**src/rx_ibuf_defs.svh**
```systemverilog
// rx_ibuf sizing
// buffer depth and stream widths shared by every block of the receive buffer

`ifndef RX_IBUF_DEFS_SVH
`define RX_IBUF_DEFS_SVH

////////////////////////////////////////
// buffer geometry
////////////////////////////////////////
`define RX_IBUF_AW 10   // word address bits, 1024 words of ram

////////////////////////////////////////
// stream widths
////////////////////////////////////////
`define RX_IBUF_DW 64   // one quadword per beat
`define RX_IBUF_UW 128  // tuser, only 15:0 carry the length

`endif

```
**src/rx_ibuf_pkg.sv**
```systemverilog
// rx_ibuf types
// vector types for addresses, pointers and lengths, plus the reader states

`include "rx_ibuf_defs.svh"

package rx_ibuf_pkg;

    typedef logic [`RX_IBUF_AW-1:0] buf_addr_t;  // ram word address
    typedef logic [`RX_IBUF_AW:0]   buf_ptr_t;   // extra msb tells full from empty
    typedef logic [`RX_IBUF_DW-1:0] qword_t;     // one data word
    typedef logic [15:0]            byte_len_t;  // frame length in bytes
    typedef logic [12:0]            qw_cnt_t;    // words per frame
    typedef logic [7:0]             strb_t;      // byte strobe

    // reader sequence
    typedef enum logic [2:0] {
        INIT,      // clear pointers
        WAIT_HDR,  // sit on header slot until a frame is committed
        DECODE,    // length into counter
        FIRST,     // first word out
        STREAM,    // one word per accepted beat
        STALL,     // tready low, next word parked
        LAST       // tlast waiting for tready
    } send_state_t;

endpackage

```
**src/qw_ctl_if.sv**
```systemverilog
// quadword counter control
// carries the frame length and beat strobes from the send FSM to the counter,
// and the last-beat flag and strobe back

`timescale 1ns/1ps
`include "rx_ibuf_defs.svh"

interface qw_ctl_if;

    logic                  load;       // pulse, latch len
    rx_ibuf_pkg::byte_len_t len;
    logic                  beat;       // pulse per accepted beat
    logic                  hold_last;  // freeze count
    logic                  is_last;    // next beat is the final one
    rx_ibuf_pkg::strb_t    last_strb;  // tstrb for the final beat

    modport fsm (
        output load, len, beat, hold_last,
        input  is_last, last_strb
    );

    modport cnt (
        input  load, len, beat, hold_last,
        output is_last, last_strb
    );

endinterface

```
**src/rx_qword_counter.sv**
```systemverilog
// quadword counter
// decodes a byte length into words per frame and the last-beat strobe,
// then counts accepted beats and flags the final one

`timescale 1ns/1ps
`include "rx_ibuf_defs.svh"

module rx_qword_counter (
    input  logic  m_axis_aclk,
    input  logic  m_axis_aresetp,
    qw_ctl_if.cnt ctl
);

    rx_ibuf_pkg::qw_cnt_t qw_len_q;  // words in frame
    rx_ibuf_pkg::qw_cnt_t qw_snt_q;  // index of beat being loaded
    rx_ibuf_pkg::strb_t   strb_q;
    rx_ibuf_pkg::qw_cnt_t qw_len_d;
    rx_ibuf_pkg::strb_t   strb_d;

    always_comb begin
        qw_len_d = ctl.len[15:3] + {12'h000, |ctl.len[2:0]};  // round up
        strb_d   = (ctl.len[2:0] == 3'd0) ? 8'hff
                                          : (8'd1 << ctl.len[2:0]) - 8'd1;  // low bytes
    end

    always_ff @(posedge m_axis_aclk or posedge m_axis_aresetp) begin
        if (m_axis_aresetp) begin
            qw_len_q <= '0;
            qw_snt_q <= '0;
        end else if (ctl.load) begin
            qw_len_q <= qw_len_d;
            qw_snt_q <= 13'd2;  // beat 1 leaves before counting starts
        end else if (ctl.beat && !ctl.hold_last) begin
            qw_snt_q <= qw_snt_q + 1'b1;
        end
    end

    always_ff @(posedge m_axis_aclk) begin
        if (ctl.load) begin
            strb_q <= strb_d;
        end
    end

    assign ctl.is_last   = (qw_snt_q == qw_len_q);
    assign ctl.last_strb = strb_q;

endmodule

```
**src/flat_wrapper.sv**
```systemverilog
// flat-port wrapper written by rule: the top's interface ports become plain ports
module rx_qword_counter_flat 
  (m_axis_aclk, m_axis_aresetp, ctl_load, ctl_len, ctl_beat, ctl_hold_last, ctl_is_last, ctl_last_strb);
  qw_ctl_if ctl_i ();
  input  logic m_axis_aclk;
  input  logic m_axis_aresetp;
  input wire logic [$bits(ctl_i.load)-1:0] ctl_load;
  input wire logic [$bits(ctl_i.len)-1:0] ctl_len;
  input wire logic [$bits(ctl_i.beat)-1:0] ctl_beat;
  input wire logic [$bits(ctl_i.hold_last)-1:0] ctl_hold_last;
  output wire logic [$bits(ctl_i.is_last)-1:0] ctl_is_last;
  output wire logic [$bits(ctl_i.last_strb)-1:0] ctl_last_strb;
  assign ctl_i.load = ctl_load;
  assign ctl_i.len = ctl_len;
  assign ctl_i.beat = ctl_beat;
  assign ctl_i.hold_last = ctl_hold_last;
  assign ctl_is_last = ctl_i.is_last;
  assign ctl_last_strb = ctl_i.last_strb;
  rx_qword_counter u_core (.m_axis_aclk(m_axis_aclk), .m_axis_aresetp(m_axis_aresetp), .ctl(ctl_i));
endmodule
```
**config.mk**
```make
export PLATFORM = sky130hd
export DESIGN_NAME = rx_qword_counter_flat
export DESIGN_NICKNAME = d
export VERILOG_FILES = /design/src/rx_ibuf_pkg.sv /design/src/qw_ctl_if.sv /design/src/rx_qword_counter.sv /design/src/flat_wrapper.sv
export VERILOG_INCLUDE_DIRS = /design/src
export SDC_FILE = /design/constraint.sdc
export NUM_CORES = 1
export LEC_CHECK = 0
export BUFFER_PORTS_ARGS = -buffer_cell sky130_fd_sc_hd__buf_4
export CORE_ASPECT_RATIO = 1.2
export CORE_UTILIZATION = 60
export DETAILED_ROUTE_END_ITERATION = 7
export GPL_TIMING_DRIVEN = 0
export PLACE_DENSITY = 0.84
export SETUP_SLACK_MARGIN = 0.2
export SLEW_MARGIN = 20
export SYNTH_ARGS = -nofsm -noshare
export SYNTH_HDL_FRONTEND = slang
export SYNTH_SLANG_ARGS = --single-unit
export TNS_END_PERCENT = 50
```
**constraint.sdc**
```tcl
create_clock -name m_axis_aclk -period 3.6 [get_ports m_axis_aclk]
set_clock_uncertainty 0.05 [all_clocks]
set_input_delay 0.36 -clock m_axis_aclk [delete_from_list [all_inputs] [get_ports m_axis_aclk]]
set_output_delay 0.36 -clock m_axis_aclk [all_outputs]
set_load 0.02 [all_outputs]
```
After elaboration in Yosys (flattened, before gate mapping)
Cells that the tools add are included.
{ "word_totals": {"reg_bits": 34, "elab_cells": 15} }
{ "classes": {"n_mux": 2, "n_reduce_logical": 5, "add_sub_neg": 3, "shifts": 1, "eq_ne": 1} }
{ "ops": {"columns": ["operator", "n"], "rows": [
  ["$mux 13", 2],
  ["$add 13x1->13", 1],
  ["$add 13x1->13 const B", 1],
  ["$eq 13x13->1", 1],
  ["$shl 1x3->8 const A", 1],
  ["$sub 8x1->8 const B", 1],
  ["$logic_not 3->1", 1],
  ["$reduce_or 3->1", 1],
  ["$reduce_bool 2->1", 1],
  ["$logic_and 1x1->1", 1],
  ["$logic_not 1->1", 1]
]} }

Logic depth before layout (Yosys ltp)
{ "depth": {"depth_word": 4, "ltp_mapped": 9} }

Least setup slack after synthesis
No wires, ideal clock.
{ "synth_timing": {"path_kind": "register to output", "start": "reg u_core.qw_snt_q[0]", "end": "out ctl_is_last", "arrival_time_ns": 1.667, "path_buffers": 0, "stages_incl_launch_ff": 5, "path_slack_ns": 1.523, "path_cell_list": "dfrtp_1 > xor2_1 > nor4_1 > nand4_1 > nor4_1"} }
{ "synth_via": {"elab_chain_cells": 1} }
{ "synth_rtl": {"columns": ["item", "line_no", "text"], "rows": [
  ["from (decl)", "rx_qword_counter.sv:15", "rx_ibuf_pkg::qw_cnt_t qw_snt_q;"],
  ["from (signal assigned)", "rx_qword_counter.sv:34", "qw_snt_q <= qw_snt_q + 1'b1;"],
  ["$eq 13x13->1", "rx_qword_counter.sv:44", "assign ctl.is_last = (qw_snt_q == qw_len_q);"],
  ["to (decl)", "flat_wrapper.sv:11", "output wire logic [$bits(ctl_i.is_last)-1:0] ctl_is_last;"]
]} }
Every way passes these cells.

Final worst setup path
Ends and elaborated chain as after synthesis.

==> qor.yml <==
die:
  die_x_um: 52.30
  ios: 30
  core-area_um2: 2838
  rows: 21
  initial_core_util_pct: 64.20
  die_y_um: 62.36
  dieArea_um2: 3261
detailed_routing:
  viasPerCell: 5.606
  drt_iter0_markers: 45
  wl_per_cell_um: 14.39
  drtPass1Iterations: 4
  drc: 0
  ant_nets: 0
  wl_um: 3611
  vias: 1407
final_layout:
  drive_gt1_share_pct: 19.35
  n_fill_cell: 213
  fin_util_pct: 74.87
  diodes: 0
  layout.nets: 241
  seq_area_um2: 890.9
  multi_input_area_um2: 890.9
  syn2layout_area_growth_pct: 16.62
sta:
  slew_headroom_pct: 36.80
  finalMaxSlewViolations: 0
  rsz0062_at_grt: "no"
  finalSetupViolCount: 0
  tightest_slew_ns: 0.9469
  fin_tns_setup_ns: 0
  period_share_pct: 63.66
  fmax_mhz: 436.4
  hold_violations: 0
  min_period_ns: 2.292
yosys:
  syn_area_um2: 1822
  synth-seq-area-share_pct: 48.90
  synth.distinct_cells: 36
  postSynthNetCount: 206
  synth_cells: 181
  syn_avg_cell_area_um2: 10.06
  yosysWarnings: 0
  ys_seq_elements: 34
worst_setup_path:
  crit_cells: 5
  crit_buf_inv: 1
  cp.arrival_ns: 1.88
  cp-end-kind: "output pin"
  crit_type: "reg2out"
  crit_fanout: 4
  reg2reg_from: "u_core.qw_snt_q[0]"
  crit_path_cell_trace: "xor2_1 > nor4_1 > nand4_1 > nor4_1 > buf_4"
  crit_required_ns: 3.19
  r2r_end: "u_core.qw_snt_q[12]"
  path_delay_family: "simple AND/OR/NAND/NOR gates"
  slowest_delay_ns: 0.44
  rrSetupSlack_ns: 1.91
  start_kind: "register"
  rr_worst_depth: 5
  crit_slowest_cell: "dfrtp_1"
  crit_top_cell: "nor4_1"
flow_run:
  drv_cap: 0
cts:
  cts_tree: "built"
  numCtsBuffers: 5
  insertion_delay_ns: 0.34
  postCtsSetupBuffers: 0
  htree_levels: 2
  hold_buffers: 0
  path_clk_slew_ns: 0.10
  cts_resized: 0
  cts.sinks: 34
  root_buffer: "clkbuf_4"
  ctsLongestPathBuffers: 2
pwr:
  cellPowerDensity_nw_per_um2: 360.6
  leakage_nw: 0.8738
  ir_drop_mv: 0.3349
  p_total_mw: 0.7660
place:
  portBuffers: 28
  hpwl_um: 2713
  place.gp.congestion: 0.8297
grt:
  grtUsageMet3_pct: 7.843
  first_global_vias: 1408
  antenna_found_initial: 0
  grt_overflow_total: 0
  gr-usage-met2_pct: 42.56
  grt_pass1_wl_um: 6210
  grt-busiest-layer: "met2"
  grt_usage_pct: 26.45
  use_met1_pct: 30.47
  grt_max_degree: 27
worst_hold_path:
  hp-class: "in2async"
outcome:
  status: "complete, no violations"
worst max path at each step:
stage                             startpoint                   to
after floorplan           u_core.qw_snt_q[0]          ctl_is_last
after global placement            ctl_len[1]  u_core.qw_len_q[10]
after detailed placement          ctl_len[1]  u_core.qw_len_q[10]
after CTS                 u_core.qw_snt_q[0]          ctl_is_last
after global routing      u_core.qw_snt_q[0]          ctl_is_last
final                     u_core.qw_snt_q[0]          ctl_is_last
worst reg2reg max path: cells and delay by family, from the launching register on:
family / cells / cell delay [ns]
flip-flops: 1 / 0.43
AND/OR/NAND/NOR: 3 / 0.69
adder cells (fa/ha/maj): 1 / 0.21
XOR/XNOR: 1 / 0.17
state kept, by name, indices dropped and copies added, names as in the netlist:
| name | cells |
|---|---|
| u_core.qw_len_q | 13 |
| u_core.ctl.last_strb | 8 |
| u_core.qw_snt_q | 13 |
layout by cell type (no fill, tap or decap), drive strengths merged, types with 4 or more instances in the layout:
master / Yosys / layout
nand3: 7 / 7
xor2: 18 / 18
xnor2: 15 / 15
a21oi: 13 / 13
edfxtp: 8 / 8
nand2: 13 / 13
dfrtp: 26 / 26
nor2: 23 / 23
buf: 2 / 30
clkbuf: 4 / 10
nand4: 11 / 11
nor3: 5 / 5
ha: 4 / 4
and3: 4 / 4
nor2b: 4 / 4
cells by family after synthesis:
kind of cell | after synthesis | synth area share [%]
AND/OR/NAND/NOR | 79 | 22.39
adder cells (fa/ha/maj) | 4 | 2.747
flip-flops | 34 | 48.90
AO/OA/AOI/OAI | 20 | 6.456
multiplexers | 2 | 1.236
other | 1 | 0.2058
buffers and inverters | 8 | 2.198
XOR/XNOR | 33 | 15.87
Yosys cell counts:
cell      count  area (um2)
buf_1         2       7.510
a211oi_1      1       7.510
nor4_1        3       18.77
edfxtp_1      8       240.2
nor2_1       23       86.33
inv_1         2       7.510
and3_1        4       25.02
o21ai_0       1       5.000
nand2b_1      2       12.51
ha_1          4       50.05
or4_1         1       7.510
a211o_1       1       8.760
nand3_1       7       35.03
or2_2         1       6.260
xnor2_1      15       131.4
and4b_4       1       13.76
conb_1        1       3.750
clkbuf_1      3       11.26
or3_1         1       6.260
clkbuf_8      1       13.76
nand4_1      11       68.82
nand2_2       1       6.260
a31o_2        1       8.760
nor3_1        5       25.02
and4_1        1       8.760
dfrtp_1      26       650.6
o31ai_1       1       7.510
o21bai_1      1       7.510
xor2_1       18       157.7
nor2b_1       4       25.02
a21oi_1      13       65.06
o21a_1        1       7.510
nand2_1      12       45.04
or3b_2        1       8.760
nand4b_1      1       8.760
mux2_2        2       22.52
where the power goes:
group	switching, mW	internal (mW)	total, mW
clock network	0.127	0.0733	0.200
registers	0.0162	0.422	0.438
logic	0.0681	0.0600	0.128
stage by stage:
stage	cells	hold slack, ns	cell area [um2]	setup WS (ns)
6_report	251	0.1794	2125	1.308
4_1_cts	251	0.1879	2125	1.273
3_3_place_gp	243	0.4643	2074	1.348
3_5_place_dp	243	0.4662	2074	1.256
2_1_floorplan	181	0.3500	1822	1.523
5_1_grt	251	0.2406	2125	1.196
cell type report:
class	instances	share of cell area (%)
Sequential cell	34	41.93
Multi-Input combinational cell	139	41.93
Timing Repair Buffer	28	9.894
Tap cell	34	2.002
Clock buffer	6	1.943
Buffer	6	1.531
Clock inverter	2	0.4122
Inverter	2	0.3534
routing by layer:
| layer | vias to the layer above | share of wire [%] | wire (um) |
|---|---|---|---|
| met5 | - | 0 | 0 |
| met4 | 0 | 3.1 | 112 |
| met3 | 11 | 3.9 | 141 |
| met2 | 38 | 50 | 1819 |
| met1 | 657 | 43 | 1537 |
| li1 | 701 | - | - |
No activity file was read; power rests on OpenSTA's default activity.
