===== src/rx_ibuf_defs.svh =====
// rx_ibuf sizing
// buffer depth and stream widths shared by every block of the receive buffer

`ifndef RX_IBUF_DEFS_SVH
`define RX_IBUF_DEFS_SVH

////////////////////////////////////////
// buffer geometry
////////////////////////////////////////
`define RX_IBUF_AW 10   // word address bits, 1024 words of ram

////////////////////////////////////////
// stream widths
////////////////////////////////////////
`define RX_IBUF_DW 64   // one quadword per beat
`define RX_IBUF_UW 128  // tuser, only 15:0 carry the length

`endif


===== src/rx_ibuf_pkg.sv =====
// rx_ibuf types
// vector types for addresses, pointers and lengths, plus the reader states

`include "rx_ibuf_defs.svh"

package rx_ibuf_pkg;

    typedef logic [`RX_IBUF_AW-1:0] buf_addr_t;  // ram word address
    typedef logic [`RX_IBUF_AW:0]   buf_ptr_t;   // extra msb tells full from empty
    typedef logic [`RX_IBUF_DW-1:0] qword_t;     // one data word
    typedef logic [15:0]            byte_len_t;  // frame length in bytes
    typedef logic [12:0]            qw_cnt_t;    // words per frame
    typedef logic [7:0]             strb_t;      // byte strobe

    // reader sequence
    typedef enum logic [2:0] {
        INIT,      // clear pointers
        WAIT_HDR,  // sit on header slot until a frame is committed
        DECODE,    // length into counter
        FIRST,     // first word out
        STREAM,    // one word per accepted beat
        STALL,     // tready low, next word parked
        LAST       // tlast waiting for tready
    } send_state_t;

endpackage


===== src/qw_ctl_if.sv =====
// quadword counter control
// carries the frame length and beat strobes from the send FSM to the counter,
// and the last-beat flag and strobe back

`timescale 1ns/1ps
`include "rx_ibuf_defs.svh"

interface qw_ctl_if;

    logic                  load;       // pulse, latch len
    rx_ibuf_pkg::byte_len_t len;
    logic                  beat;       // pulse per accepted beat
    logic                  hold_last;  // freeze count
    logic                  is_last;    // next beat is the final one
    rx_ibuf_pkg::strb_t    last_strb;  // tstrb for the final beat

    modport fsm (
        output load, len, beat, hold_last,
        input  is_last, last_strb
    );

    modport cnt (
        input  load, len, beat, hold_last,
        output is_last, last_strb
    );

endinterface


===== src/rx_send_fsm.sv =====
// buffer to AXI4-Stream reader
// waits for committed frames, reads the length header, then streams the
// words out with a one-word skid register behind tdata for tready stalls

`timescale 1ns/1ps
`include "rx_ibuf_defs.svh"

module rx_send_fsm (
    input  logic                    m_axis_aclk,
    input  logic                    m_axis_aresetp,
    input  rx_ibuf_pkg::buf_ptr_t   committed_prod_i,
    output rx_ibuf_pkg::buf_ptr_t   committed_cons_o,
    output rx_ibuf_pkg::buf_addr_t  rd_addr_o,
    input  rx_ibuf_pkg::qword_t     rd_data_i,
    qw_ctl_if.fsm                   ctl,
    output rx_ibuf_pkg::qword_t     m_axis_tdata_o,
    output rx_ibuf_pkg::strb_t      m_axis_tstrb_o,
    output logic [`RX_IBUF_UW-1:0]  m_axis_tuser_o,
    output logic                    m_axis_tvalid_o,
    output logic                    m_axis_tlast_o,
    input  logic                    m_axis_tready_i
);

    rx_ibuf_pkg::send_state_t state_q;
    rx_ibuf_pkg::buf_ptr_t    rd_ptr_q;  // read address, also frees space
    rx_ibuf_pkg::buf_ptr_t    gap_q;     // committed words not yet read, one cycle old
    rx_ibuf_pkg::byte_len_t   len_q;
    rx_ibuf_pkg::qword_t      skid_q;    // word parked during a stall
    logic                     adv;       // tdata takes a new word

    assign committed_cons_o = rd_ptr_q;
    assign rd_addr_o        = rd_ptr_q[`RX_IBUF_AW-1:0];

    // counter control
    assign ctl.load      = (state_q == rx_ibuf_pkg::DECODE);
    assign ctl.len       = len_q;
    assign ctl.beat      = m_axis_tvalid_o & m_axis_tready_i;
    assign ctl.hold_last = (state_q == rx_ibuf_pkg::LAST);  // count stays on final beat

    assign adv = m_axis_tready_i &&
                 (state_q == rx_ibuf_pkg::STREAM || state_q == rx_ibuf_pkg::STALL);

    ////////////////////////////////////////
    // sequencing
    ////////////////////////////////////////
    always_ff @(posedge m_axis_aclk or posedge m_axis_aresetp) begin
        if (m_axis_aresetp) begin
            state_q         <= rx_ibuf_pkg::INIT;
            rd_ptr_q        <= '0;
            gap_q           <= '0;
            m_axis_tvalid_o <= 1'b0;
            m_axis_tlast_o  <= 1'b0;
        end else begin
            // registered so the header read has settled when gap shows
            gap_q <= committed_prod_i - rd_ptr_q;
            case (state_q)
                rx_ibuf_pkg::INIT: begin
                    gap_q    <= '0;
                    rd_ptr_q <= '0;
                    state_q  <= rx_ibuf_pkg::WAIT_HDR;
                end
                rx_ibuf_pkg::WAIT_HDR: begin
                    if (gap_q != '0) begin
                        rd_ptr_q <= rd_ptr_q + 1'b1;  // past header
                        state_q  <= rx_ibuf_pkg::DECODE;
                    end
                end
                rx_ibuf_pkg::DECODE: begin
                    rd_ptr_q <= rd_ptr_q + 1'b1;  // prefetch word 2
                    state_q  <= rx_ibuf_pkg::FIRST;
                end
                rx_ibuf_pkg::FIRST: begin
                    m_axis_tvalid_o <= 1'b1;
                    m_axis_tlast_o  <= 1'b0;
                    rd_ptr_q        <= rd_ptr_q + 1'b1;
                    state_q         <= rx_ibuf_pkg::STREAM;
                end
                rx_ibuf_pkg::STREAM, rx_ibuf_pkg::STALL: begin
                    if (m_axis_tready_i) begin
                        if (ctl.is_last) begin
                            m_axis_tlast_o <= 1'b1;
                            state_q        <= rx_ibuf_pkg::LAST;  // rd_ptr stays on next header
                        end else begin
                            rd_ptr_q <= rd_ptr_q + 1'b1;
                            state_q  <= rx_ibuf_pkg::STREAM;
                        end
                    end else begin
                        state_q <= rx_ibuf_pkg::STALL;
                    end
                end
                rx_ibuf_pkg::LAST: begin
                    if (m_axis_tready_i) begin
                        m_axis_tvalid_o <= 1'b0;  // at least one idle cycle between frames
                        m_axis_tlast_o  <= 1'b0;
                        if (gap_q != '0) begin
                            rd_ptr_q <= rd_ptr_q + 1'b1;  // header already in len_q
                            state_q  <= rx_ibuf_pkg::DECODE;
                        end else begin
                            state_q <= rx_ibuf_pkg::WAIT_HDR;
                        end
                    end
                end
                default: begin
                    state_q <= rx_ibuf_pkg::INIT;
                end
            endcase
        end
    end

    ////////////////////////////////////////
    // stream payload
    ////////////////////////////////////////
    always_ff @(posedge m_axis_aclk) begin
        // rd_data sits on the header slot in both states
        if (state_q == rx_ibuf_pkg::WAIT_HDR || state_q == rx_ibuf_pkg::LAST) begin
            len_q <= rd_data_i[47:32];
        end
        if (state_q == rx_ibuf_pkg::STREAM) begin
            skid_q <= rd_data_i;  // only used if tready drops
        end
        if (state_q == rx_ibuf_pkg::FIRST) begin
            m_axis_tdata_o <= rd_data_i;
            m_axis_tstrb_o <= 8'hff;
            m_axis_tuser_o <= {{(`RX_IBUF_UW-16){1'b0}}, len_q};
        end else if (adv) begin
            m_axis_tdata_o <= (state_q == rx_ibuf_pkg::STALL) ? skid_q : rd_data_i;
            m_axis_tstrb_o <= ctl.is_last ? ctl.last_strb : 8'hff;
        end
    end

endmodule


===== src/flat_wrapper.sv =====
// flat-port wrapper written by rule: the top's interface ports become plain ports
module rx_send_fsm_flat 
  (m_axis_aclk, m_axis_aresetp, committed_prod_i, committed_cons_o, rd_addr_o, rd_data_i, m_axis_tdata_o, m_axis_tstrb_o, m_axis_tuser_o, m_axis_tvalid_o, m_axis_tlast_o, m_axis_tready_i, ctl_load, ctl_len, ctl_beat, ctl_hold_last, ctl_is_last, ctl_last_strb);
  qw_ctl_if ctl_i ();
  input  logic m_axis_aclk;
  input  logic m_axis_aresetp;
  input  rx_ibuf_pkg::buf_ptr_t committed_prod_i;
  output rx_ibuf_pkg::buf_ptr_t committed_cons_o;
  output rx_ibuf_pkg::buf_addr_t rd_addr_o;
  input  rx_ibuf_pkg::qword_t rd_data_i;
  output rx_ibuf_pkg::qword_t m_axis_tdata_o;
  output rx_ibuf_pkg::strb_t m_axis_tstrb_o;
  output logic [`RX_IBUF_UW-1:0] m_axis_tuser_o;
  output logic m_axis_tvalid_o;
  output logic m_axis_tlast_o;
  input  logic m_axis_tready_i;
  output wire logic [$bits(ctl_i.load)-1:0] ctl_load;
  output wire logic [$bits(ctl_i.len)-1:0] ctl_len;
  output wire logic [$bits(ctl_i.beat)-1:0] ctl_beat;
  output wire logic [$bits(ctl_i.hold_last)-1:0] ctl_hold_last;
  input wire logic [$bits(ctl_i.is_last)-1:0] ctl_is_last;
  input wire logic [$bits(ctl_i.last_strb)-1:0] ctl_last_strb;
  assign ctl_load = ctl_i.load;
  assign ctl_len = ctl_i.len;
  assign ctl_beat = ctl_i.beat;
  assign ctl_hold_last = ctl_i.hold_last;
  assign ctl_i.is_last = ctl_is_last;
  assign ctl_i.last_strb = ctl_last_strb;
  rx_send_fsm u_core (.m_axis_aclk(m_axis_aclk), .m_axis_aresetp(m_axis_aresetp), .committed_prod_i(committed_prod_i), .committed_cons_o(committed_cons_o), .rd_addr_o(rd_addr_o), .rd_data_i(rd_data_i), .ctl(ctl_i), .m_axis_tdata_o(m_axis_tdata_o), .m_axis_tstrb_o(m_axis_tstrb_o), .m_axis_tuser_o(m_axis_tuser_o), .m_axis_tvalid_o(m_axis_tvalid_o), .m_axis_tlast_o(m_axis_tlast_o), .m_axis_tready_i(m_axis_tready_i));
endmodule

===== config.mk =====
export PLATFORM = sky130hd
export DESIGN_NAME = rx_send_fsm_flat
export DESIGN_NICKNAME = d
export VERILOG_FILES = /design/src/rx_ibuf_pkg.sv /design/src/qw_ctl_if.sv /design/src/rx_send_fsm.sv /design/src/flat_wrapper.sv
export VERILOG_INCLUDE_DIRS = /design/src
export SDC_FILE = /design/constraint.sdc
export NUM_CORES = 1
export LEC_CHECK = 0
export ABC_AREA = 1
export CAP_MARGIN = 10
export CORE_MARGIN = 2
export CORE_UTILIZATION = 45
export DETAILED_ROUTE_END_ITERATION = 7
export DONT_BUFFER_PORTS = 1
export PLACE_DENSITY_LB_ADDON = 0.25
export SKIP_LAST_GASP = 1
export SLEW_MARGIN = 25
export SYNTH_ARGS = -nofsm -noshare
export SYNTH_HDL_FRONTEND = slang
export SYNTH_SLANG_ARGS = --single-unit

===== constraint.sdc =====
create_clock -name m_axis_aclk -period 5.68 [get_ports m_axis_aclk]
set_input_delay 0.568 -clock m_axis_aclk [delete_from_list [all_inputs] [get_ports m_axis_aclk]]
set_output_delay 0.568 -clock m_axis_aclk [all_outputs]
set_load 0.02 [all_outputs]

* After elaboration in Yosys (flattened, before gate mapping)
Cells that the tools add are included.
** Operators by class
- $add $sub $neg :: 2
- Eq/ne operators :: 11
- Bitwise gates (word level) :: 1
- Muxes and demuxes :: 21
- Reductions and logical operators :: 15
** Operators with widths (count)
- $mux W64 :: 3
- $mux W11 :: 5
- $pmux W11 S5 :: 1
- $pmux W3 S6 :: 1
- $add A11 B1 Y11 const B :: 1
- $reduce_bool A11 Y1 :: 1
- $sub A11 B11 Y11 :: 1
- $eq A3 B3 Y1 const B :: 3
- $mux W8 :: 1
- $ne A2 B2 Y1 const B :: 4
- $reduce_and A4 Y1 :: 2
- $eq A3 B2 Y1 const B :: 2
- $mux W2 :: 3
- $mux W3 :: 2
- $reduce_bool A5 Y1 :: 1
- $reduce_and A2 Y1 :: 2
- $reduce_bool A2 Y1 :: 2
- $reduce_or A2 Y1 :: 2
- $eq A3 B1 Y1 const B :: 1
- $logic_not A3 Y1 :: 1
- $mux W1 :: 3
- $pmux W1 S3 :: 1
- $reduce_bool A3 Y1 :: 1
- $logic_or A1 B1 Y1 :: 2
- 4 further kinds :: 4
** Word-level totals
- Input bits :: 87
- Output and inout bits :: 242
- Flip-flop bits (word level) :: 195
- Word-level logic and storage cells :: 60

* Longest topological paths before layout
- Depth in word-level cells :: 5
- Gate-level depth with buffers :: 11

* Least setup slack after synthesis
No wires, ideal clock.
- Path kind :: reg2reg
- Start point :: register u_core.state_q[0]
- End point :: register u_core.skid_q[0] (enable)
- Cell stages (with the launch flop) :: 3
- Arrival :: 4910 ps
- Period minus slack after synthesis :: 5474 ps
- Path slack :: 206 ps
- Library setup time :: 565 ps
- Cells stage by stage :: dfrtp_1 > buf_2 > nor3_1
** Between the ends
- Word-level cells in the longest chain between the ends :: 1
** RTL lines
- start, declared :: line rx_send_fsm.sv:24 : rx_ibuf_pkg::send_state_t state_q;
- start signal, assigned :: line rx_send_fsm.sv:48 : state_q <= rx_ibuf_pkg::INIT;
- start signal, assigned :: line rx_send_fsm.sv:60 : state_q <= rx_ibuf_pkg::WAIT_HDR;
- start signal, assigned :: line rx_send_fsm.sv:65 : state_q <= rx_ibuf_pkg::DECODE;
- $eq A3 B3 Y1 :: line rx_send_fsm.sv:118 : if (state_q == rx_ibuf_pkg::STREAM) begin
- end signal, assigned :: line rx_send_fsm.sv:119 : skid_q <= rd_data_i;
- end, declared :: line rx_send_fsm.sv:28 : rx_ibuf_pkg::qword_t skid_q;
Every way passes these cells.
A chain may end at the register's enable or synchronous reset.

* Worst setup path after layout
- Start point :: register u_core.state_q[2]
- End point :: register u_core.m_axis_tdata_o[19] (enable)
** Between the ends
- Word-level cells in the longest chain between the ends :: 4
- Elaborated cells between the ends (all ways) :: 6
- Those cells by class :: eq/ne: 3; reduce/logical: 3
** RTL lines
- $eq A3 B3 Y1 :: line rx_send_fsm.sv:41 : (state_q == rx_ibuf_pkg::STREAM || state_q == rx_ibuf_pkg::STALL);
- $logic_or A1 B1 Y1 :: line rx_send_fsm.sv:41
- $logic_and A1 B1 Y1 :: line rx_send_fsm.sv:40 : assign adv = m_axis_tready_i &&
- $reduce_bool A2 Y1 (no line) (*)
- end signal, assigned :: line rx_send_fsm.sv:122 : m_axis_tdata_o <= rd_data_i;
- end signal, assigned :: line rx_send_fsm.sv:126 : m_axis_tdata_o <= (state_q == rx_ibuf_pkg::STALL) ? skid_q : rd_data_i;
- end, declared :: line rx_send_fsm.sv:16 : output rx_ibuf_pkg::qword_t m_axis_tdata_o,
Every way passes the cells marked *; elsewhere a longest branch is shown, timed or not.

==> run_results.csv <==
group,metric,value,unit
power,pwr-share-clk,26.1,%
clock_network,clock_latency,0.43,ns
route,postRouteAntennaNets,0,
clock_network,cts_max_level,4,
floorplan,dieHeight,143.7,microns
sta,max_freq,439.5,MHz
placed_design,dpl.hpwl,11790,microns
final_layout,final_common_cell,"edfxtp_1",
final_layout,area_growth,4.841,%
placed_design,io_buffers,0,
clock_network,cts_tree,"yes",
clock_network,postCtsSetupBuffers,0,
power,pwr-share-comb,18.9,%
final_layout,layout_common_cells,"edfxtp_1 (160), conb_1 (112), nand2_1 (92), mux2_2 (56), inv_1 (43)",
route,vias_per_cell,4.684,
status,status,"finished clean",
sta,fin_tns_setup,0,ns
final_layout,finalCoreUtilization,47.65,%
global_routing,grt-ovfl-total,0,
worst_setup_path,crit_arrival,2.33,ns
route,first_iter_violations,290,
route,drc,0,
synthesis,synth_area_per_cell,13.04,sq um
synthesis,synth_seq_area_share,64.19,%
clock_network,cts_root_buffer,"clkbuf_16",
worst_setup_path,r2r_setup_slack,3.40,ns
power,power_density,526.3,mW/mm^2
sta,hold_violations,0,
synthesis,yosys.cell_types.count,33,
worst_setup_path,critPathRequiredTime,5.74,ns
sta,min_period,2.275,ns
sta,maxSlewViolCount,0,
global_routing,antenna_found_initial,0,
placed_design,preCtsSetupSlack,3.389,ns
final_layout,fillCellCount,1747,
power,swShare,37.31,%
final_layout,ff_latch_area,0.005640,sq mm
worst_setup_path,r2r_start,"u_core.state_q[2]",
sta,rsz0062_at_grt,"false",
sta,slew_headroom,37.97,%
worst_setup_path,r2r_cells,4,
synthesis,synth_warnings,0,
final_layout,drive_gt1_share,17.76,%
sta,layout_setup_ws,3.405,ns
floorplan,ioPinCount,329,
floorplan,rows,51,
worst_setup_path,cp-end-kind,"flip-flop",
worst_setup_path,cp-start-kind,"flip-flop",
power,p_int,3.040,mW
synthesis,syn_area,0.008787,sq mm
worst_hold_path,hold_path_class,"input pin to asynchronous set/reset pin",
power,sequentialPowerShare,55.0,%
global_routing,grt_pass1_vias,4204,
clock_network,cts_hold_buf,0,
worst_setup_path,r2r-end,"u_core.m_axis_tdata_o[19]",
floorplan,die_x,143.7,microns
floorplan,core,0.01933,sq mm
sta,finalCritPeriodShare,40.06,%
sta,setup_viol,0,
clock_network,cts_resized,0,
final_layout,antennaDiodeCount,0,
route,dr.pass1.iters,6,
floorplan,die-area,0.02066,sq mm
job,maxCapViolations,0,
worst_setup_path,critPathKind,"flip-flop to flip-flop",
worst_setup_path,cp_max_fo,60,
power,p_sw,1.809,mW
final_layout,multiInputGateArea,0.002391,sq mm
sta,clock_skew,0.01169,ns
sta,whs,0.09511,ns
clock_network,cts_buffers,17,
global_routing,grt_max_degree,65,
power,p_leak,3.627,nW
synthesis,syn_inst,674,
global_routing,grt_first_pass_wirelength,23860,microns
clock_network,path_clk_slew,0.08,ns
synthesis,synth-seq-cells,195,
route,vias,4459,
clock_network,clock_sinks,195,
power,vdd_ir_drop_max,0.2333,mV
final_layout,fin_nets,773,
placed_design,gp_congestion,0.8741,
global_routing,grt_use_total,15.36,%
clock_network,cts_buffer_depth,2,
floorplan,start_util,45.45,%
route,drt_wl_total,16510,microns
route,avgRoutedWirePerCell,17.34,microns
sta,worst_pin_slew,0.9305,ns
## cell type report
| type | count | area share (%) |
|---|---|---|
| flip-flops and latches | 195 | 61.23 |
| inverters | 49 | 1.996 |
| multi-input cells | 408 | 25.95 |
| clock inverters | 15 | 2.363 |
| repair buffers | 3 | 0.2445 |
| clock buffers | 17 | 4.618 |
| well taps | 265 | 3.599 |
## cells in the mapped netlist, drive strengths merged
| library cell | count | area, sq um |
|---|---|---|
| a21oi | 10 | 50.05 |
| and2 | 1 | 6.260 |
| buf | 133 | 1001 |
| clkinv | 1 | 3.750 |
| conb | 1 | 3.750 |
| dfrtp | 27 | 675.7 |
| dfxtp | 8 | 160.2 |
| edfxtp | 160 | 4805 |
| fa | 1 | 20.02 |
| ha | 11 | 137.6 |
| inv | 48 | 180.2 |
| mux2 | 64 | 720.7 |
| nand2 | 103 | 424.2 |
| nand3 | 29 | 162.7 |
| nand3b | 1 | 7.510 |
| nand4 | 5 | 31.28 |
| nor2 | 39 | 156.4 |
| nor3 | 2 | 10.01 |
| o21ai | 18 | 127.6 |
| o21bai | 1 | 7.510 |
| o22a | 8 | 70.07 |
| xor2 | 3 | 26.28 |
## metal layers
metal | GRT usage (%) | part of all wire [%] | up-vias | routed length, microns
li1 | - | - | 2085 | -
met1 | 17.98 | 38 | 2140 | 6339
met4 | 6.037 | 1.7 | 0 | 284
met2 | 24.84 | 49 | 212 | 8108
met5 | 0 | 0 | - | 0
met3 | 6.798 | 11 | 22 | 1773
## power groups by stage
stage,clock network (mW),registers (mW),logic [mW]
2_1_floorplan,0,2.60,0.868
3_3_place_gp,0,2.70,0.902
3_5_place_dp,0,2.71,0.932
4_1_cts,1.30,2.68,0.937
5_1_grt,1.35,2.72,1.03
6_report,1.27,2.67,0.915
## kinds of logic after synthesis
group | after synthesis | share of synthesized area, %
flops | 195 | 64.19
buf+inv | 182 | 13.48
simple gates | 180 | 9.084
mux | 64 | 8.202
compound gates | 37 | 2.905
fa+ha+maj | 12 | 1.794
xor+xnor | 3 | 0.2991
other cells | 1 | 0.04268
## sequential cells by signal, summed over array words and instances (netlist names)
register	count
u_core.state_q	3
u_core.m_axis_tlast_o	1
u_core.skid_q	64
u_core.m_axis_tdata_o	64
u_core.m_axis_tuser_o	16
u_core.ctl.len	16
u_core.m_axis_tstrb_o	8
u_core.committed_cons_o	11
u_core.gap_q	11
u_core.m_axis_tvalid_o	1
## worst max-delay path by stage
| stage | from | endpoint | slack, ns | cells past startpoint |
|---|---|---|---|---|
| 2_1_floorplan | u_core.state_q[0] | u_core.skid_q[0] | 0.21 | 2 |
| 3_3_place_gp | m_axis_tready_i | u_core.m_axis_tdata_o[54] | 3.45 | 3 |
| 3_5_place_dp | m_axis_tready_i | u_core.m_axis_tdata_o[61] | 3.39 | 3 |
| 4_1_cts | u_core.state_q[2] | u_core.m_axis_tdata_o[60] | 3.39 | 4 |
| 5_1_grt | u_core.state_q[2] | u_core.m_axis_tdata_o[1] | 3.20 | 4 |
| 6_report | u_core.state_q[2] | u_core.m_axis_tdata_o[19] | 3.40 | 4 |
## per-stage QoR
| step | total power [mW] | std cells | cell area (sq um) |
|---|---|---|---|
| floorplan | 3.472 | 785 | 9204 |
| global placement | 3.602 | 920 | 8569 |
| detailed placement | 3.643 | 920 | 8569 |
| CTS | 4.914 | 952 | 9213 |
| global route | 5.099 | 952 | 9213 |
| finish | 4.849 | 952 | 9213 |
## critical path, cell delays in order (launching register included)
cell and delay, ns:
dfrtp_1 0.49, inv_1 0.16, nand3_1 0.22, o21ai_4 0.27, buf_4 0.70
Power figures use the tool's default switching activity.
