===== src/rx_ibuf_defs.svh =====
// rx_ibuf sizing
// buffer depth and stream widths shared by every block of the receive buffer

`ifndef RX_IBUF_DEFS_SVH
`define RX_IBUF_DEFS_SVH

////////////////////////////////////////
// buffer geometry
////////////////////////////////////////
`define RX_IBUF_AW 10   // word address bits, 1024 words of ram

////////////////////////////////////////
// stream widths
////////////////////////////////////////
`define RX_IBUF_DW 64   // one quadword per beat
`define RX_IBUF_UW 128  // tuser, only 15:0 carry the length

`endif


===== src/rx_ibuf_pkg.sv =====
// rx_ibuf types
// vector types for addresses, pointers and lengths, plus the reader states

`include "rx_ibuf_defs.svh"

package rx_ibuf_pkg;

    typedef logic [`RX_IBUF_AW-1:0] buf_addr_t;  // ram word address
    typedef logic [`RX_IBUF_AW:0]   buf_ptr_t;   // extra msb tells full from empty
    typedef logic [`RX_IBUF_DW-1:0] qword_t;     // one data word
    typedef logic [15:0]            byte_len_t;  // frame length in bytes
    typedef logic [12:0]            qw_cnt_t;    // words per frame
    typedef logic [7:0]             strb_t;      // byte strobe

    // reader sequence
    typedef enum logic [2:0] {
        INIT,      // clear pointers
        WAIT_HDR,  // sit on header slot until a frame is committed
        DECODE,    // length into counter
        FIRST,     // first word out
        STREAM,    // one word per accepted beat
        STALL,     // tready low, next word parked
        LAST       // tlast waiting for tready
    } send_state_t;

endpackage


===== src/rx_frame_writer.sv =====
// receive frame writer
// stores MAC words in the circular buffer behind a reserved header slot,
// writes the length header once the frame is complete and then publishes
// the committed producer pointer. frames that run out of room are dropped whole

`timescale 1ns/1ps
`include "rx_ibuf_defs.svh"

module rx_frame_writer (
    input  logic                   m_axis_aclk,
    input  logic                   m_axis_aresetp,
    input  logic                   in_valid_i,
    input  rx_ibuf_pkg::qword_t    in_data_i,
    input  logic                   in_last_i,
    input  logic [3:0]             in_bytes_i,        // valid bytes on last word
    input  rx_ibuf_pkg::buf_ptr_t  committed_cons_i,
    output logic                   wr_en_o,
    output rx_ibuf_pkg::buf_addr_t wr_addr_o,
    output rx_ibuf_pkg::qword_t    wr_data_o,
    output rx_ibuf_pkg::buf_ptr_t  committed_prod_o,
    output logic                   drop_o
);

    // one slot stays free so a new header never lands on the reader
    localparam int unsigned ROOM = (1 << `RX_IBUF_AW) - 1;

    rx_ibuf_pkg::buf_ptr_t  wptr_q;      // next data slot, header slot + 1 at start
    rx_ibuf_pkg::buf_ptr_t  used;        // words held between reader and wptr
    rx_ibuf_pkg::byte_len_t byte_cnt_q;  // running frame length
    rx_ibuf_pkg::byte_len_t byte_add;
    logic                   bad_q;       // frame already out of room
    logic                   hdr_pend_q;  // header write cycle
    logic                   fits;
    logic                   word_ok;
    logic                   bad_now;

    ////////////////////////////////////////
    // free space check
    ////////////////////////////////////////
    always_comb begin
        used     = wptr_q - committed_cons_i;
        fits     = (used < rx_ibuf_pkg::buf_ptr_t'(ROOM));
        word_ok  = in_valid_i & ~bad_q & fits;
        bad_now  = bad_q | ~fits;  // includes current word
        byte_add = in_last_i ? {12'h000, in_bytes_i} : 16'd8;
    end

    // write port, header wins in its cycle since the MAC idles then
    assign wr_en_o   = word_ok | hdr_pend_q;
    assign wr_addr_o = hdr_pend_q ? committed_prod_o[`RX_IBUF_AW-1:0]
                                  : wptr_q[`RX_IBUF_AW-1:0];
    assign wr_data_o = hdr_pend_q ? {16'h0000, byte_cnt_q, 32'h0000_0000}  // len in 47:32
                                  : in_data_i;

    ////////////////////////////////////////
    // pointers and frame status
    ////////////////////////////////////////
    always_ff @(posedge m_axis_aclk or posedge m_axis_aresetp) begin
        if (m_axis_aresetp) begin
            wptr_q           <= rx_ibuf_pkg::buf_ptr_t'(1);  // slot 0 reserved for header
            committed_prod_o <= '0;
            byte_cnt_q       <= '0;
            bad_q            <= 1'b0;
            hdr_pend_q       <= 1'b0;
            drop_o           <= 1'b0;
        end else begin
            drop_o     <= 1'b0;
            hdr_pend_q <= 1'b0;
            if (hdr_pend_q) begin
                // publish frame, reserve next header slot
                committed_prod_o <= wptr_q;
                wptr_q           <= wptr_q + 1'b1;
                byte_cnt_q       <= '0;
            end else if (in_valid_i) begin
                byte_cnt_q <= byte_cnt_q + byte_add;
                if (word_ok) begin
                    wptr_q <= wptr_q + 1'b1;
                end
                if (in_last_i) begin
                    bad_q <= 1'b0;
                    if (bad_now) begin
                        wptr_q     <= committed_prod_o + 1'b1;  // rewind, frame gone
                        byte_cnt_q <= '0;
                        drop_o     <= 1'b1;
                    end else begin
                        hdr_pend_q <= 1'b1;
                    end
                end else begin
                    bad_q <= bad_now;  // sticky until last
                end
            end
        end
    end

endmodule


===== config.mk =====
export PLATFORM = sky130hd
export DESIGN_NAME = rx_frame_writer
export DESIGN_NICKNAME = d
export VERILOG_FILES = /design/src/rx_ibuf_pkg.sv /design/src/rx_frame_writer.sv
export VERILOG_INCLUDE_DIRS = /design/src
export SDC_FILE = /design/constraint.sdc
export NUM_CORES = 1
export LEC_CHECK = 0
export BUFFER_PORTS_ARGS = -buffer_cell sky130_fd_sc_hd__buf_2
export CORE_UTILIZATION = 40
export CTS_CLUSTER_SIZE = 16
export DETAILED_ROUTE_END_ITERATION = 7
export PLACE_DENSITY = 0.7
export SKIP_LAST_GASP = 1
export SLEW_MARGIN = 30
export SYNTH_ARGS = -nofsm -noshare
export SYNTH_HDL_FRONTEND = slang
export SYNTH_SLANG_ARGS = --single-unit

===== constraint.sdc =====
create_clock -name m_axis_aclk -period 3.55 [get_ports m_axis_aclk]
set_input_delay 0 -clock m_axis_aclk [delete_from_list [all_inputs] [get_ports m_axis_aclk]]
set_output_delay 0 -clock m_axis_aclk [all_outputs]
set_load 0.02 [all_outputs]

# Word-level counts from Yosys, hierarchy flattened
# Cells that the tools add are included.
# classes
n_eq_ne,0
n_reduce_logical,2
n_shift,0
muxes,21
mul,0
magnitude_cmp,1
n_addsub,4
bitwise_logic,7
div,0
# op_table
cell,n
two-way mux 16 bit,4
two-way mux 64 bit,1
two-way mux 11 bit,5
"adder 11 x 1 -> 11 bit, second input constant",2
adder 16 x 4 -> 16 bit,1
"less-than comparator 11 x 10 -> 1 bit, second input constant",1
subtractor 11 bit,1
two-way mux 10 bit,1
two-way mux 1 bit,9
two-way mux 4 bit,1
NOT 1 bit,3
bitwise AND 1 bit,2
OR 1 bit,2
AND reduction 2 bit,1
nonzero test 2 bit,1
# totals
mem_bits_rw,0
word_cells,41
latchBits,0
reg_bits,41
mem_count,0
romBits,0
inputBits,83

# Longest topological paths before layout
# Gate-level depths: netlist of the first run.
# depth
ltp_word,8
ltp_mapped,14

# Least setup slack after synthesis of the first run
# OpenSTA, ideal clock, no wires.
# synth_path
path_kind,register -> register
startpoint,register wptr_q[0]
endpoint,register wptr_q[6]
setup_time_ps,120
stages_incl_launch_ff,14
arrival_time_ps,2928
setup_slack_ps,503
n_path_buf,1
path_cell_list,dfstp_2 inv_1 ha_1 inv_1 fa_1 xnor2_1 a2111oi_2 o2111ai_1 a2111oi_4 a211oi_2 buf_6 and2_4 a211o_1 and3_1
# synth_between
elab_chain_len,8
word_cells_on_any_way,11
cone_classes,add/sub: 2; order compare: 1; mux: 5; bitwise: 3
# synth_lines
element,line,source
from (decl),rx_frame_writer.sv:27,rx_ibuf_pkg::buf_ptr_t wptr_q;
from (signal assigned),rx_frame_writer.sv:60,wptr_q <= rx_ibuf_pkg::buf_ptr_t'(1);
from (signal assigned),rx_frame_writer.sv:72,wptr_q <= wptr_q + 1'b1;
from (signal assigned),rx_frame_writer.sv:77,wptr_q <= wptr_q + 1'b1;
subtractor 11 bit,rx_frame_writer.sv:41,used = wptr_q - committed_cons_i;
less-than comparator 11 x 10 -> 1 bit,rx_frame_writer.sv:42,fits = (used < rx_ibuf_pkg::buf_ptr_t'(ROOM));
bitwise AND 1 bit / NOT 1 bit (equally long branches),"rx_frame_writer.sv:43, rx_frame_writer.sv:44",
two-way mux 11 bit / OR 1 bit (equally long branches),"rx_frame_writer.sv:76, rx_frame_writer.sv:44",
two-way mux 11 bit,rx_frame_writer.sv:81,if (bad_now) begin
two-way mux 11 bit,rx_frame_writer.sv:79,if (in_last_i) begin
two-way mux 11 bit,rx_frame_writer.sv:74,end else if (in_valid_i) begin
two-way mux 11 bit *,rx_frame_writer.sv:69,if (hdr_pend_q) begin
# Mark *: on every way between the ends. The rest lies on a longest branch, timed or not. The select of a mux whose other input is x is not followed.
# A chain may end at the register's enable or synchronous reset.

# Worst setup path after layout of the first run
# Ends and elaborated chain as after synthesis.

==> results of run 1 <==
==> where the power goes <==
part	switching (mW)	total, mW	internal, mW
Sequential	0.262	0.886	0.625
Clock	0.168	0.397	0.230
Combinational	1.08	1.86	0.779
Total	1.51	3.14	1.63
==> worst register-to-register path: cells and delay by family, from the launching register on <==
kind / cells / cell delay (ns)
adders and majority gates: 2 / 0.61
AOI/OAI and AO/OA: 5 / 1.46
buffers and inverters: 3 / 0.34
xor gates and xnor gates: 1 / 0.17
DFF: 1 / 0.39
and+or+nand+nor: 2 / 0.33
==> cell type report <==
type                       instances  area share (%)
sequential                        41            21.9
multi-input combinational        331            51.3
clock inverter                     1           0.639
clock buffer                       7            1.84
inverter                          19            1.52
timing repair buffer             178            19.9
tap                              108            2.88
==> cells by family (layout without fill, tap and decap cells) <==
family | count (synthesis) | count (layout)
flip-flops | 41 | 41
buffers and inverters | 42 | 205
XOR/XNOR | 21 | 21
adder cells (fa/ha/maj) | 18 | 18
multiplexers | 37 | 37
AO/OA/AOI/OAI | 98 | 98
AND/OR/NAND/NOR | 157 | 157
==> flip-flops by register name, indices dropped and copies added (netlist names) <==
register / flops
byte_cnt_q: 16
committed_prod_o: 11
wptr_q: 11
drop_o: 1
bad_q: 1
hdr_pend_q: 1
==> final timing paths <==
| path | end | slack (ns) | depth (start not counted) |
|---|---|---|---|
| worst max register to register | wptr_q[6] | 0.16 | 13 |
| worst min register to register | byte_cnt_q[3] | 0.54 | 2 |
| worst min-delay path | bad_q | 0.09 | 2 |
| worst max-delay path | wptr_q[6] | 0.16 | 13 |
| min in group asynchronous | byte_cnt_q[15] | 0.40 | 4 |
| max in group asynchronous | hdr_pend_q | 2.73 | 4 |
==> cells in the mapped netlist, drive strengths merged, types with 3 or more instances <==
library cell | number | area [sq um]
nor2b | 52 | 325
dfrtp | 40 | 1000
mux2 | 36 | 405
a21oi | 27 | 135
nand2 | 24 | 90.1
o21ai | 20 | 100
inv | 19 | 71.3
nand3 | 19 | 95.1
ha | 16 | 200
and3 | 15 | 96.3
clkbuf | 15 | 56.3
nor2 | 15 | 56.3
xnor2 | 12 | 105
xor2 | 9 | 78.8
a31oi | 8 | 50.1
and2 | 8 | 52.6
buf | 8 | 53.8
nand2b | 8 | 50.1
a211oi | 7 | 57.6
a21o | 6 | 47.6
or3 | 4 | 25.0
a211o | 3 | 27.5
a22o | 3 | 26.3
a32oi | 3 | 26.3
a41oi | 3 | 26.3
nand4 | 3 | 18.8
nor3 | 3 | 26.3
==> timing repair <==
item	CTS	global route
endpoints found under the setup margin	4	5
cloned	0	0
hold endpoints to repair	40	0
gates resized for setup	1	0
setup buffers	0	2
pin swaps	0	1
hold buffers	1	0
==> per-layer routing <==
| layer | up-vias | global-route usage, % | wire (microns) |
|---|---|---|---|
| met5 | - | 0 | 0 |
| met4 | 0 | 6.89 | 146 |
| met3 | 14 | 2.89 | 720 |
| met2 | 164 | 39.5 | 5330 |
| met1 | 1737 | 27.6 | 4310 |
| li1 | 1801 | - | - |
==> through the flow <==
stage / setup TNS, ns / power (mW) / worst slack [ns]
6_report: 0 / 3.14 / 0.159
5_1_grt: -0.00317 / 3.38 / -0.00317
4_1_cts: 0 / 3.11 / 0.169
3_5_place_dp: -0.00906 / 2.68 / -0.00906
3_3_place_gp: 0 / 2.64 / 0.143
2_1_floorplan: 0 / 2.16 / 0.503
==> metrics.txt, run 1 <==
# TYPE chip_impl_metric gauge
chip_impl_metric{name="timing.clock.skew",unit="ns"} 0.00852
chip_impl_metric{name="hold_ws",unit="ns"} 0.0929
chip_impl_metric{name="final_core_util",unit="%"} 53.9
chip_impl_metric{name="critical_path_required",unit="ns"} 3.74
chip_impl_metric{name="postLayoutCellArea",unit="sq um"} 4700
chip_impl_metric{name="cp.arrival",unit="ns"} 3.58
chip_impl_metric{name="route.vias.total",unit=""} 3716
chip_impl_metric{name="p_leak",unit="nW"} 2.33
chip_impl_metric{name="worst_path_buf_inv",unit=""} 3
chip_impl_metric{name="htree_levels",unit=""} 2
chip_impl_metric{name="chipHeight",unit="microns"} 97.0
chip_impl_metric{name="yosys.area_share.adder",unit="%"} 6.66
chip_impl_metric{name="hold_viol",unit=""} 0
chip_impl_info{name="layout.cells.most_common_list",value="sky130_fd_sc_hd__buf_2 (169), sky130_fd_sc_hd__nor2b_1 (52), sky130_fd_sc_hd__dfrtp_1 (39), sky130_fd_sc_hd__mux2_2 (36), sky130_fd_sc_hd__a21oi_1 (27)"} 1
chip_impl_metric{name="n_antenna_cell",unit=""} 0
chip_impl_metric{name="grt_first_pass_wirelength",unit="microns"} 17400
chip_impl_metric{name="final_wl",unit="microns"} 10500
chip_impl_metric{name="synthSimpleGateAreaFrac",unit="%"} 24.4
chip_impl_metric{name="cts_inserted_buffers",unit=""} 5
chip_impl_metric{name="mappedNetlistNets",unit=""} 515
chip_impl_metric{name="power.density_cell_area",unit="nW/um^2"} 668
chip_impl_metric{name="report.final.setup_viol",unit=""} 0
chip_impl_metric{name="cts.path.max_buffers",unit=""} 2
chip_impl_metric{name="postSynthCellCount",unit=""} 414
chip_impl_metric{name="clock_pin_slew_worst_setup_and_hold_paths",unit="ns"} 0.08
chip_impl_info{name="most_common_library_cell_in_the_layout_ignoring_fill_and_taps",value="sky130_fd_sc_hd__buf_2"} 1
chip_impl_info{name="rr_startpoint",value="wptr_q[0]"} 1
chip_impl_info{name="cts_tree",value="done"} 1
chip_impl_metric{name="final_nets",unit=""} 677
chip_impl_metric{name="die-width",unit="microns"} 97.0
chip_impl_metric{name="detail_route.wl_per_cell",unit="microns"} 15.3
chip_impl_metric{name="post_synthesis_mux_area_share",unit="%"} 11.5
chip_impl_metric{name="multi_input_area",unit="sq um"} 2410
chip_impl_info{name="min-delay-start",value="in_last_i"} 1
chip_impl_info{name="outcome",value="finished, final reports clean"} 1
chip_impl_metric{name="syn_avg_cell_area",unit="sq um"} 8.72
chip_impl_metric{name="period_share",unit="%"} 95.5
chip_impl_info{name="worst-setup-path-type",value="reg2reg"} 1
chip_impl_info{name="crit_top_cell",value="sky130_fd_sc_hd__inv_1"} 1
chip_impl_metric{name="fp-row-count",unit=""} 34
chip_impl_metric{name="sequential_cell_area",unit="sq um"} 1030
chip_impl_metric{name="dpl_cell_area",unit="sq um"} 4520
chip_impl_info{name="synthFlopType",value="sky130_fd_sc_hd__dfrtp_1"} 1
chip_impl_metric{name="register_bit_total_from_synthesis",unit=""} 41
chip_impl_metric{name="route.detailed.drc",unit=""} 0
chip_impl_metric{name="slowest_stage_delay_on_critical_path",unit="ns"} 0.43
chip_impl_info{name="cp_slowest_cell",value="sky130_fd_sc_hd__a2111oi_4"} 1
chip_impl_metric{name="maxCapViolCount",unit=""} 0
chip_impl_metric{name="num_io_pins",unit=""} 170
chip_impl_metric{name="timing.fmax",unit="GHz"} 0.295
chip_impl_metric{name="worstSkewPairLatency",unit="ns"} 0.29
chip_impl_metric{name="grt_overflow",unit=""} 0
chip_impl_metric{name="dp.final_hpwl",unit="microns"} 7940
chip_impl_info{name="worstSetupStartpointType",value="register"} 1
chip_impl_metric{name="core",unit="sq um"} 8720
chip_impl_metric{name="max_slew.worst_pin.slew",unit="ns"} 0.903
chip_impl_metric{name="drt_pass1_iterations",unit=""} 4
chip_impl_metric{name="place.gp.congestion",unit=""} 0.871
chip_impl_info{name="cp_cell_sequence",value="inv_1 -> ha_1 -> inv_1 -> fa_1 -> xnor2_1 -> a2111oi_2 -> o2111ai_1 -> a2111oi_4 -> a211oi_4 -> buf_4 -> and2_4 -> a211o_1 -> and3_1"} 1
chip_impl_metric{name="placedCellCount",unit=""} 673
chip_impl_info{name="largest_family_of_logic_cells_by_synthesized_area",value="simple AND/OR/NAND/NOR gates"} 1
chip_impl_metric{name="start_util",unit="%"} 41.4
chip_impl_metric{name="drive_gt1_share",unit="%"} 40.4
chip_impl_metric{name="synth_xor_xnor_area_share",unit="%"} 5.10
chip_impl_metric{name="die_area",unit="sq um"} 9410
chip_impl_metric{name="antenna_left",unit=""} 0
chip_impl_metric{name="first_global_vias",unit=""} 3669
chip_impl_metric{name="worstPathMaxFanout",unit=""} 11
chip_impl_metric{name="finish.cell_count_without_fillers",unit=""} 685
chip_impl_metric{name="synth_cell_types",unit=""} 57
chip_impl_metric{name="port-buffer-count",unit=""} 169
chip_impl_metric{name="synth_compound_gate_area_share",unit="%"} 18.8
chip_impl_metric{name="drt_initial_violations",unit=""} 338
chip_impl_metric{name="synth.cell_area",unit="sq um"} 3610
chip_impl_metric{name="async_reset_ff_share",unit="%"} 100
chip_impl_info{name="worstHoldPathType",value="in2reg"} 1
chip_impl_info{name="cpLargestDelayFamily",value="compound AO/OA/AOI/OAI gates"} 1
chip_impl_metric{name="grt_antenna_before_repair",unit=""} 0
chip_impl_metric{name="yosys_warnings",unit=""} 0
chip_impl_metric{name="count_of_flip_flops_with_a_built_in_enable_after_synthesis",unit=""} 0
chip_impl_metric{name="finalCriticalPeriod",unit="ns"} 3.39
chip_impl_metric{name="timing_max_transition_violations_final",unit=""} 0
chip_impl_metric{name="seq_area_frac_synth",unit="%"} 28.5
chip_impl_metric{name="worst_ir_drop_vdd",unit="V"} 0.000309
chip_impl_metric{name="timing.slew.headroom",unit="%"} 39.6
chip_impl_metric{name="fill_cells",unit=""} 805
chip_impl_metric{name="syn_to_final_growth",unit="%"} 30.2
chip_impl_metric{name="groute.usage.overall",unit="%"} 22.1
chip_impl_info{name="clock_tree.root_cell",value="sky130_fd_sc_hd__clkbuf_8"} 1
chip_impl_metric{name="cts_num_sinks",unit=""} 41
chip_impl_info{name="setup.worst_path.end_class",value="register"} 1
chip_impl_info{name="critical_path.startpoint",value="wptr_q[0]"} 1
chip_impl_metric{name="grt_max_degree",unit=""} 99
chip_impl_metric{name="post_drt_via_cell_ratio",unit=""} 5.42
Note: power is estimated with default switching activity, not from simulation.
==> run 2: changes to the inputs <==
--- a/config.mk
+++ b/config.mk
@@ -6,7 +6,7 @@
 export SDC_FILE = /design/constraint.sdc
 export NUM_CORES = 1
 export LEC_CHECK = 0
-export BUFFER_PORTS_ARGS = -buffer_cell sky130_fd_sc_hd__buf_2
+export BUFFER_PORTS_ARGS = -buffer_cell sky130_fd_sc_hd__buf_4
 export CORE_UTILIZATION = 40
 export CTS_CLUSTER_SIZE = 16
 export DETAILED_ROUTE_END_ITERATION = 7
==> run 2 against run 1 <==
First-iteration DRC count down 13%. Clock power rose by 15%. Non-clock buffer count rose by 1. Register-to-register slack gained 0.13 ns. Sequential power is 2% higher. Final cell count up 0.15%. Via count is 2.8% higher. Sequential share of layout area decreased by 1.9 points. Critical path type unchanged. Largest cell class unchanged.
==> metrics.txt, run 2 (same netlist as run 1, synthesis figures left out) <==
# TYPE chip_impl_metric gauge
chip_impl_metric{name="cts_num_sinks",unit=""} 41
chip_impl_metric{name="hold_depth",unit=""} 3
chip_impl_metric{name="die-width",unit="microns"} 97.0
chip_impl_metric{name="timing.reg2reg.worst_path_depth",unit=""} 13
chip_impl_metric{name="setup_total_negative_slack",unit="ns"} 0
chip_impl_metric{name="grt_overflow",unit=""} 0
chip_impl_metric{name="maxCapViolCount",unit=""} 0
chip_impl_metric{name="grt_first_pass_wirelength",unit="microns"} 17600
chip_impl_metric{name="post_drt_via_cell_ratio",unit=""} 5.57
chip_impl_metric{name="critical_path_depth",unit=""} 13
chip_impl_metric{name="timing.slew.headroom",unit="%"} 35.7
chip_impl_metric{name="pwr-share-clk",unit="%"} 13.6
chip_impl_metric{name="chipHeight",unit="microns"} 97.0
chip_impl_metric{name="clock_pin_slew_worst_setup_and_hold_paths",unit="ns"} 0.08
chip_impl_metric{name="final_wl",unit="microns"} 10700
chip_impl_metric{name="final_core_util",unit="%"} 59.0
chip_impl_metric{name="num_io_pins",unit=""} 170
chip_impl_metric{name="power.combinational.fraction",unit="%"} 59.5
chip_impl_info{name="crit_top_cell",value="sky130_fd_sc_hd__inv_1"} 1
chip_impl_metric{name="timing.fmax",unit="GHz"} 0.307
chip_impl_metric{name="hold_ws",unit="ns"} 0.103
chip_impl_metric{name="n_antenna_cell",unit=""} 0
chip_impl_metric{name="syn_to_final_growth",unit="%"} 42.6
chip_impl_metric{name="fp-row-count",unit=""} 34
chip_impl_metric{name="drive_gt1_share",unit="%"} 40.7
chip_impl_metric{name="switching_power",unit="mW"} 1.53
chip_impl_info{name="largest_registers",value="byte_cnt_q x16, committed_prod_o x11, wptr_q x11"} 1
chip_impl_metric{name="largest_register_ff_count",unit=""} 16
chip_impl_metric{name="dp.final_hpwl",unit="microns"} 8140
chip_impl_metric{name="worst_path_buf_inv",unit=""} 3
chip_impl_info{name="cts_tree",value="done"} 1
chip_impl_metric{name="p_leak",unit="nW"} 2.48
chip_impl_info{name="worst-setup-path-type",value="reg2reg"} 1
chip_impl_metric{name="power.internal",unit="mW"} 1.83
chip_impl_info{name="clock_tree.root_cell",value="sky130_fd_sc_hd__clkbuf_8"} 1
chip_impl_info{name="most_common_library_cell_in_the_layout_ignoring_fill_and_taps",value="sky130_fd_sc_hd__buf_4"} 1
chip_impl_metric{name="die_area",unit="sq um"} 9410
chip_impl_metric{name="cts.path.max_buffers",unit=""} 2
chip_impl_metric{name="timing_max_transition_violations_final",unit=""} 0
chip_impl_metric{name="place.gp.congestion",unit=""} 0.851
chip_impl_info{name="worstSetupStartpointType",value="register"} 1
chip_impl_metric{name="final_power",unit="mW"} 3.36
chip_impl_metric{name="route.detailed.drc",unit=""} 0
chip_impl_metric{name="core",unit="sq um"} 8720
chip_impl_metric{name="power.density_cell_area",unit="nW/um^2"} 652
chip_impl_metric{name="period_share",unit="%"} 91.8
chip_impl_info{name="cpLargestDelayFamily",value="compound AO/OA/AOI/OAI gates"} 1
chip_impl_info{name="cp_slowest_cell",value="sky130_fd_sc_hd__fa_1"} 1
chip_impl_metric{name="finalCriticalPeriod",unit="ns"} 3.26
chip_impl_metric{name="worst_ir_drop_vdd",unit="V"} 0.000348
chip_impl_metric{name="cp.arrival",unit="ns"} 3.45
chip_impl_metric{name="antenna_left",unit=""} 0
chip_impl_metric{name="worstPathMaxFanout",unit=""} 9
chip_impl_metric{name="sequential_power_share",unit="%"} 26.9
chip_impl_metric{name="critical_path_required",unit="ns"} 3.74
chip_impl_info{name="outcome",value="finished, final reports clean"} 1
chip_impl_metric{name="port-buffer-count",unit=""} 169
chip_impl_metric{name="grt_max_degree",unit=""} 99
chip_impl_info{name="layout.cells.most_common_list",value="sky130_fd_sc_hd__buf_4 (176), sky130_fd_sc_hd__nor2b_1 (52), sky130_fd_sc_hd__dfrtp_1 (39), sky130_fd_sc_hd__mux2_2 (36), sky130_fd_sc_hd__a21oi_1 (27)"} 1
chip_impl_metric{name="worstSkewPairLatency",unit="ns"} 0.30
chip_impl_metric{name="drt_pass1_iterations",unit=""} 5
chip_impl_metric{name="fill_cells",unit=""} 812
chip_impl_metric{name="power.share.switching",unit="%"} 45.5
chip_impl_metric{name="slowest_stage_delay_on_critical_path",unit="ns"} 0.41
chip_impl_info{name="worstHoldPathType",value="in2reg"} 1
chip_impl_metric{name="hold_viol",unit=""} 0
chip_impl_metric{name="detail_route.wl_per_cell",unit="microns"} 15.6
chip_impl_info{name="cp_cell_sequence",value="inv_1 -> ha_1 -> inv_1 -> fa_1 -> xnor2_1 -> a2111oi_2 -> o2111ai_1 -> a2111oi_4 -> a211oi_4 -> buf_4 -> and2_4 -> a211o_1 -> and3_1"} 1
chip_impl_info{name="grt_setup_unrepaired",value="false"} 1
chip_impl_metric{name="max_slew.worst_pin.slew",unit="ns"} 0.961
chip_impl_metric{name="grt_antenna_before_repair",unit=""} 0
chip_impl_metric{name="timing.clock.skew",unit="ns"} 0.00884
chip_impl_metric{name="report.final.setup_viol",unit=""} 0
chip_impl_metric{name="htree_levels",unit=""} 2
chip_impl_info{name="largest_register_by_flop_count",value="byte_cnt_q"} 1
chip_impl_metric{name="cts_inserted_buffers",unit=""} 5
chip_impl_metric{name="start_util",unit="%"} 41.4
chip_impl_metric{name="groute.usage.overall",unit="%"} 22.6
chip_impl_metric{name="route.vias.total",unit=""} 3820
chip_impl_metric{name="drt_initial_violations",unit=""} 293
chip_impl_metric{name="first_global_vias",unit=""} 3705
chip_impl_metric{name="final_nets",unit=""} 678
chip_impl_info{name="setup.worst_path.end_class",value="register"} 1
[run 2: final timing paths]
| path | from | slack, ns | endpoint |
|---|---|---|---|
| max | wptr_q[0] | 0.29 | wptr_q[6] |
| min | in_valid_i | 0.10 | wptr_q[0] |
| max reg2reg | wptr_q[0] | 0.29 | wptr_q[6] |
| min reg2reg | byte_cnt_q[2] | 0.53 | byte_cnt_q[2] |
| max in group asynchronous | m_axis_aresetp | 2.60 | byte_cnt_q[6] |
| min in group asynchronous | m_axis_aresetp | 0.31 | wptr_q[10] |
[run 2: repair_timing]
| item | CTS | global route |
|---|---|---|
| hold buffers | 2 | 0 |
| pin swaps | 0 | 2 |
| hold endpoints to repair | 25 | 0 |
| gates resized for setup | 1 | 0 |
| setup endpoints to repair | 1 | 9 |
| buffers inserted | 0 | 3 |
[run 2: per-stage QoR]
| step | worst slack, ns | cells | instance area [sq um] |
|---|---|---|---|
| floorplan | 0.503 | 414 | 3610 |
| global placement | 0.141 | 672 | 4940 |
| detailed placement | 0.0277 | 672 | 4940 |
| CTS | 0.192 | 682 | 5100 |
| global route | 0.0589 | 686 | 5150 |
| finish | 0.291 | 686 | 5150 |
[run 2: worst min-delay path: cells and delay by family]
| family | cells | cell delay, ns |
|---|---|---|
| buffers and inverters | 1 | 0.17 |
| AOI/OAI and AO/OA | 2 | 0.23 |
[run 2: area by class of cell]
class                           count  area (sq um)  area share, %
Clock buffer                        5          68.8           1.34
Clock inverter                      3          65.1           1.26
Inverter                           19          71.3           1.39
Multi-Input combinational cell    331          2410           46.8
Sequential cell                    41          1030           20.0
Tap cell                          108           135           2.62
Timing Repair Buffer              179          1370           26.6
[run 2: power by group through the flow]
stage / logic (mW) / registers, mW / clock network [mW]
finish: 2.00 / 0.905 / 0.457
global placement: 1.87 / 0.929 / 0
global route: 2.16 / 0.942 / 0.472
CTS: 1.92 / 0.934 / 0.461
floorplan: 1.29 / 0.864 / 0
detailed placement: 1.89 / 0.941 / 0
[run 2: layer usage]
metal,up-vias,share of wire [%],GRT usage [%]
met5,-,0,0
met4,0,1.7,6.08
met3,23,6.3,3.47
met2,160,51,40.8
met1,1825,41,27.9
li1,1812,-,-
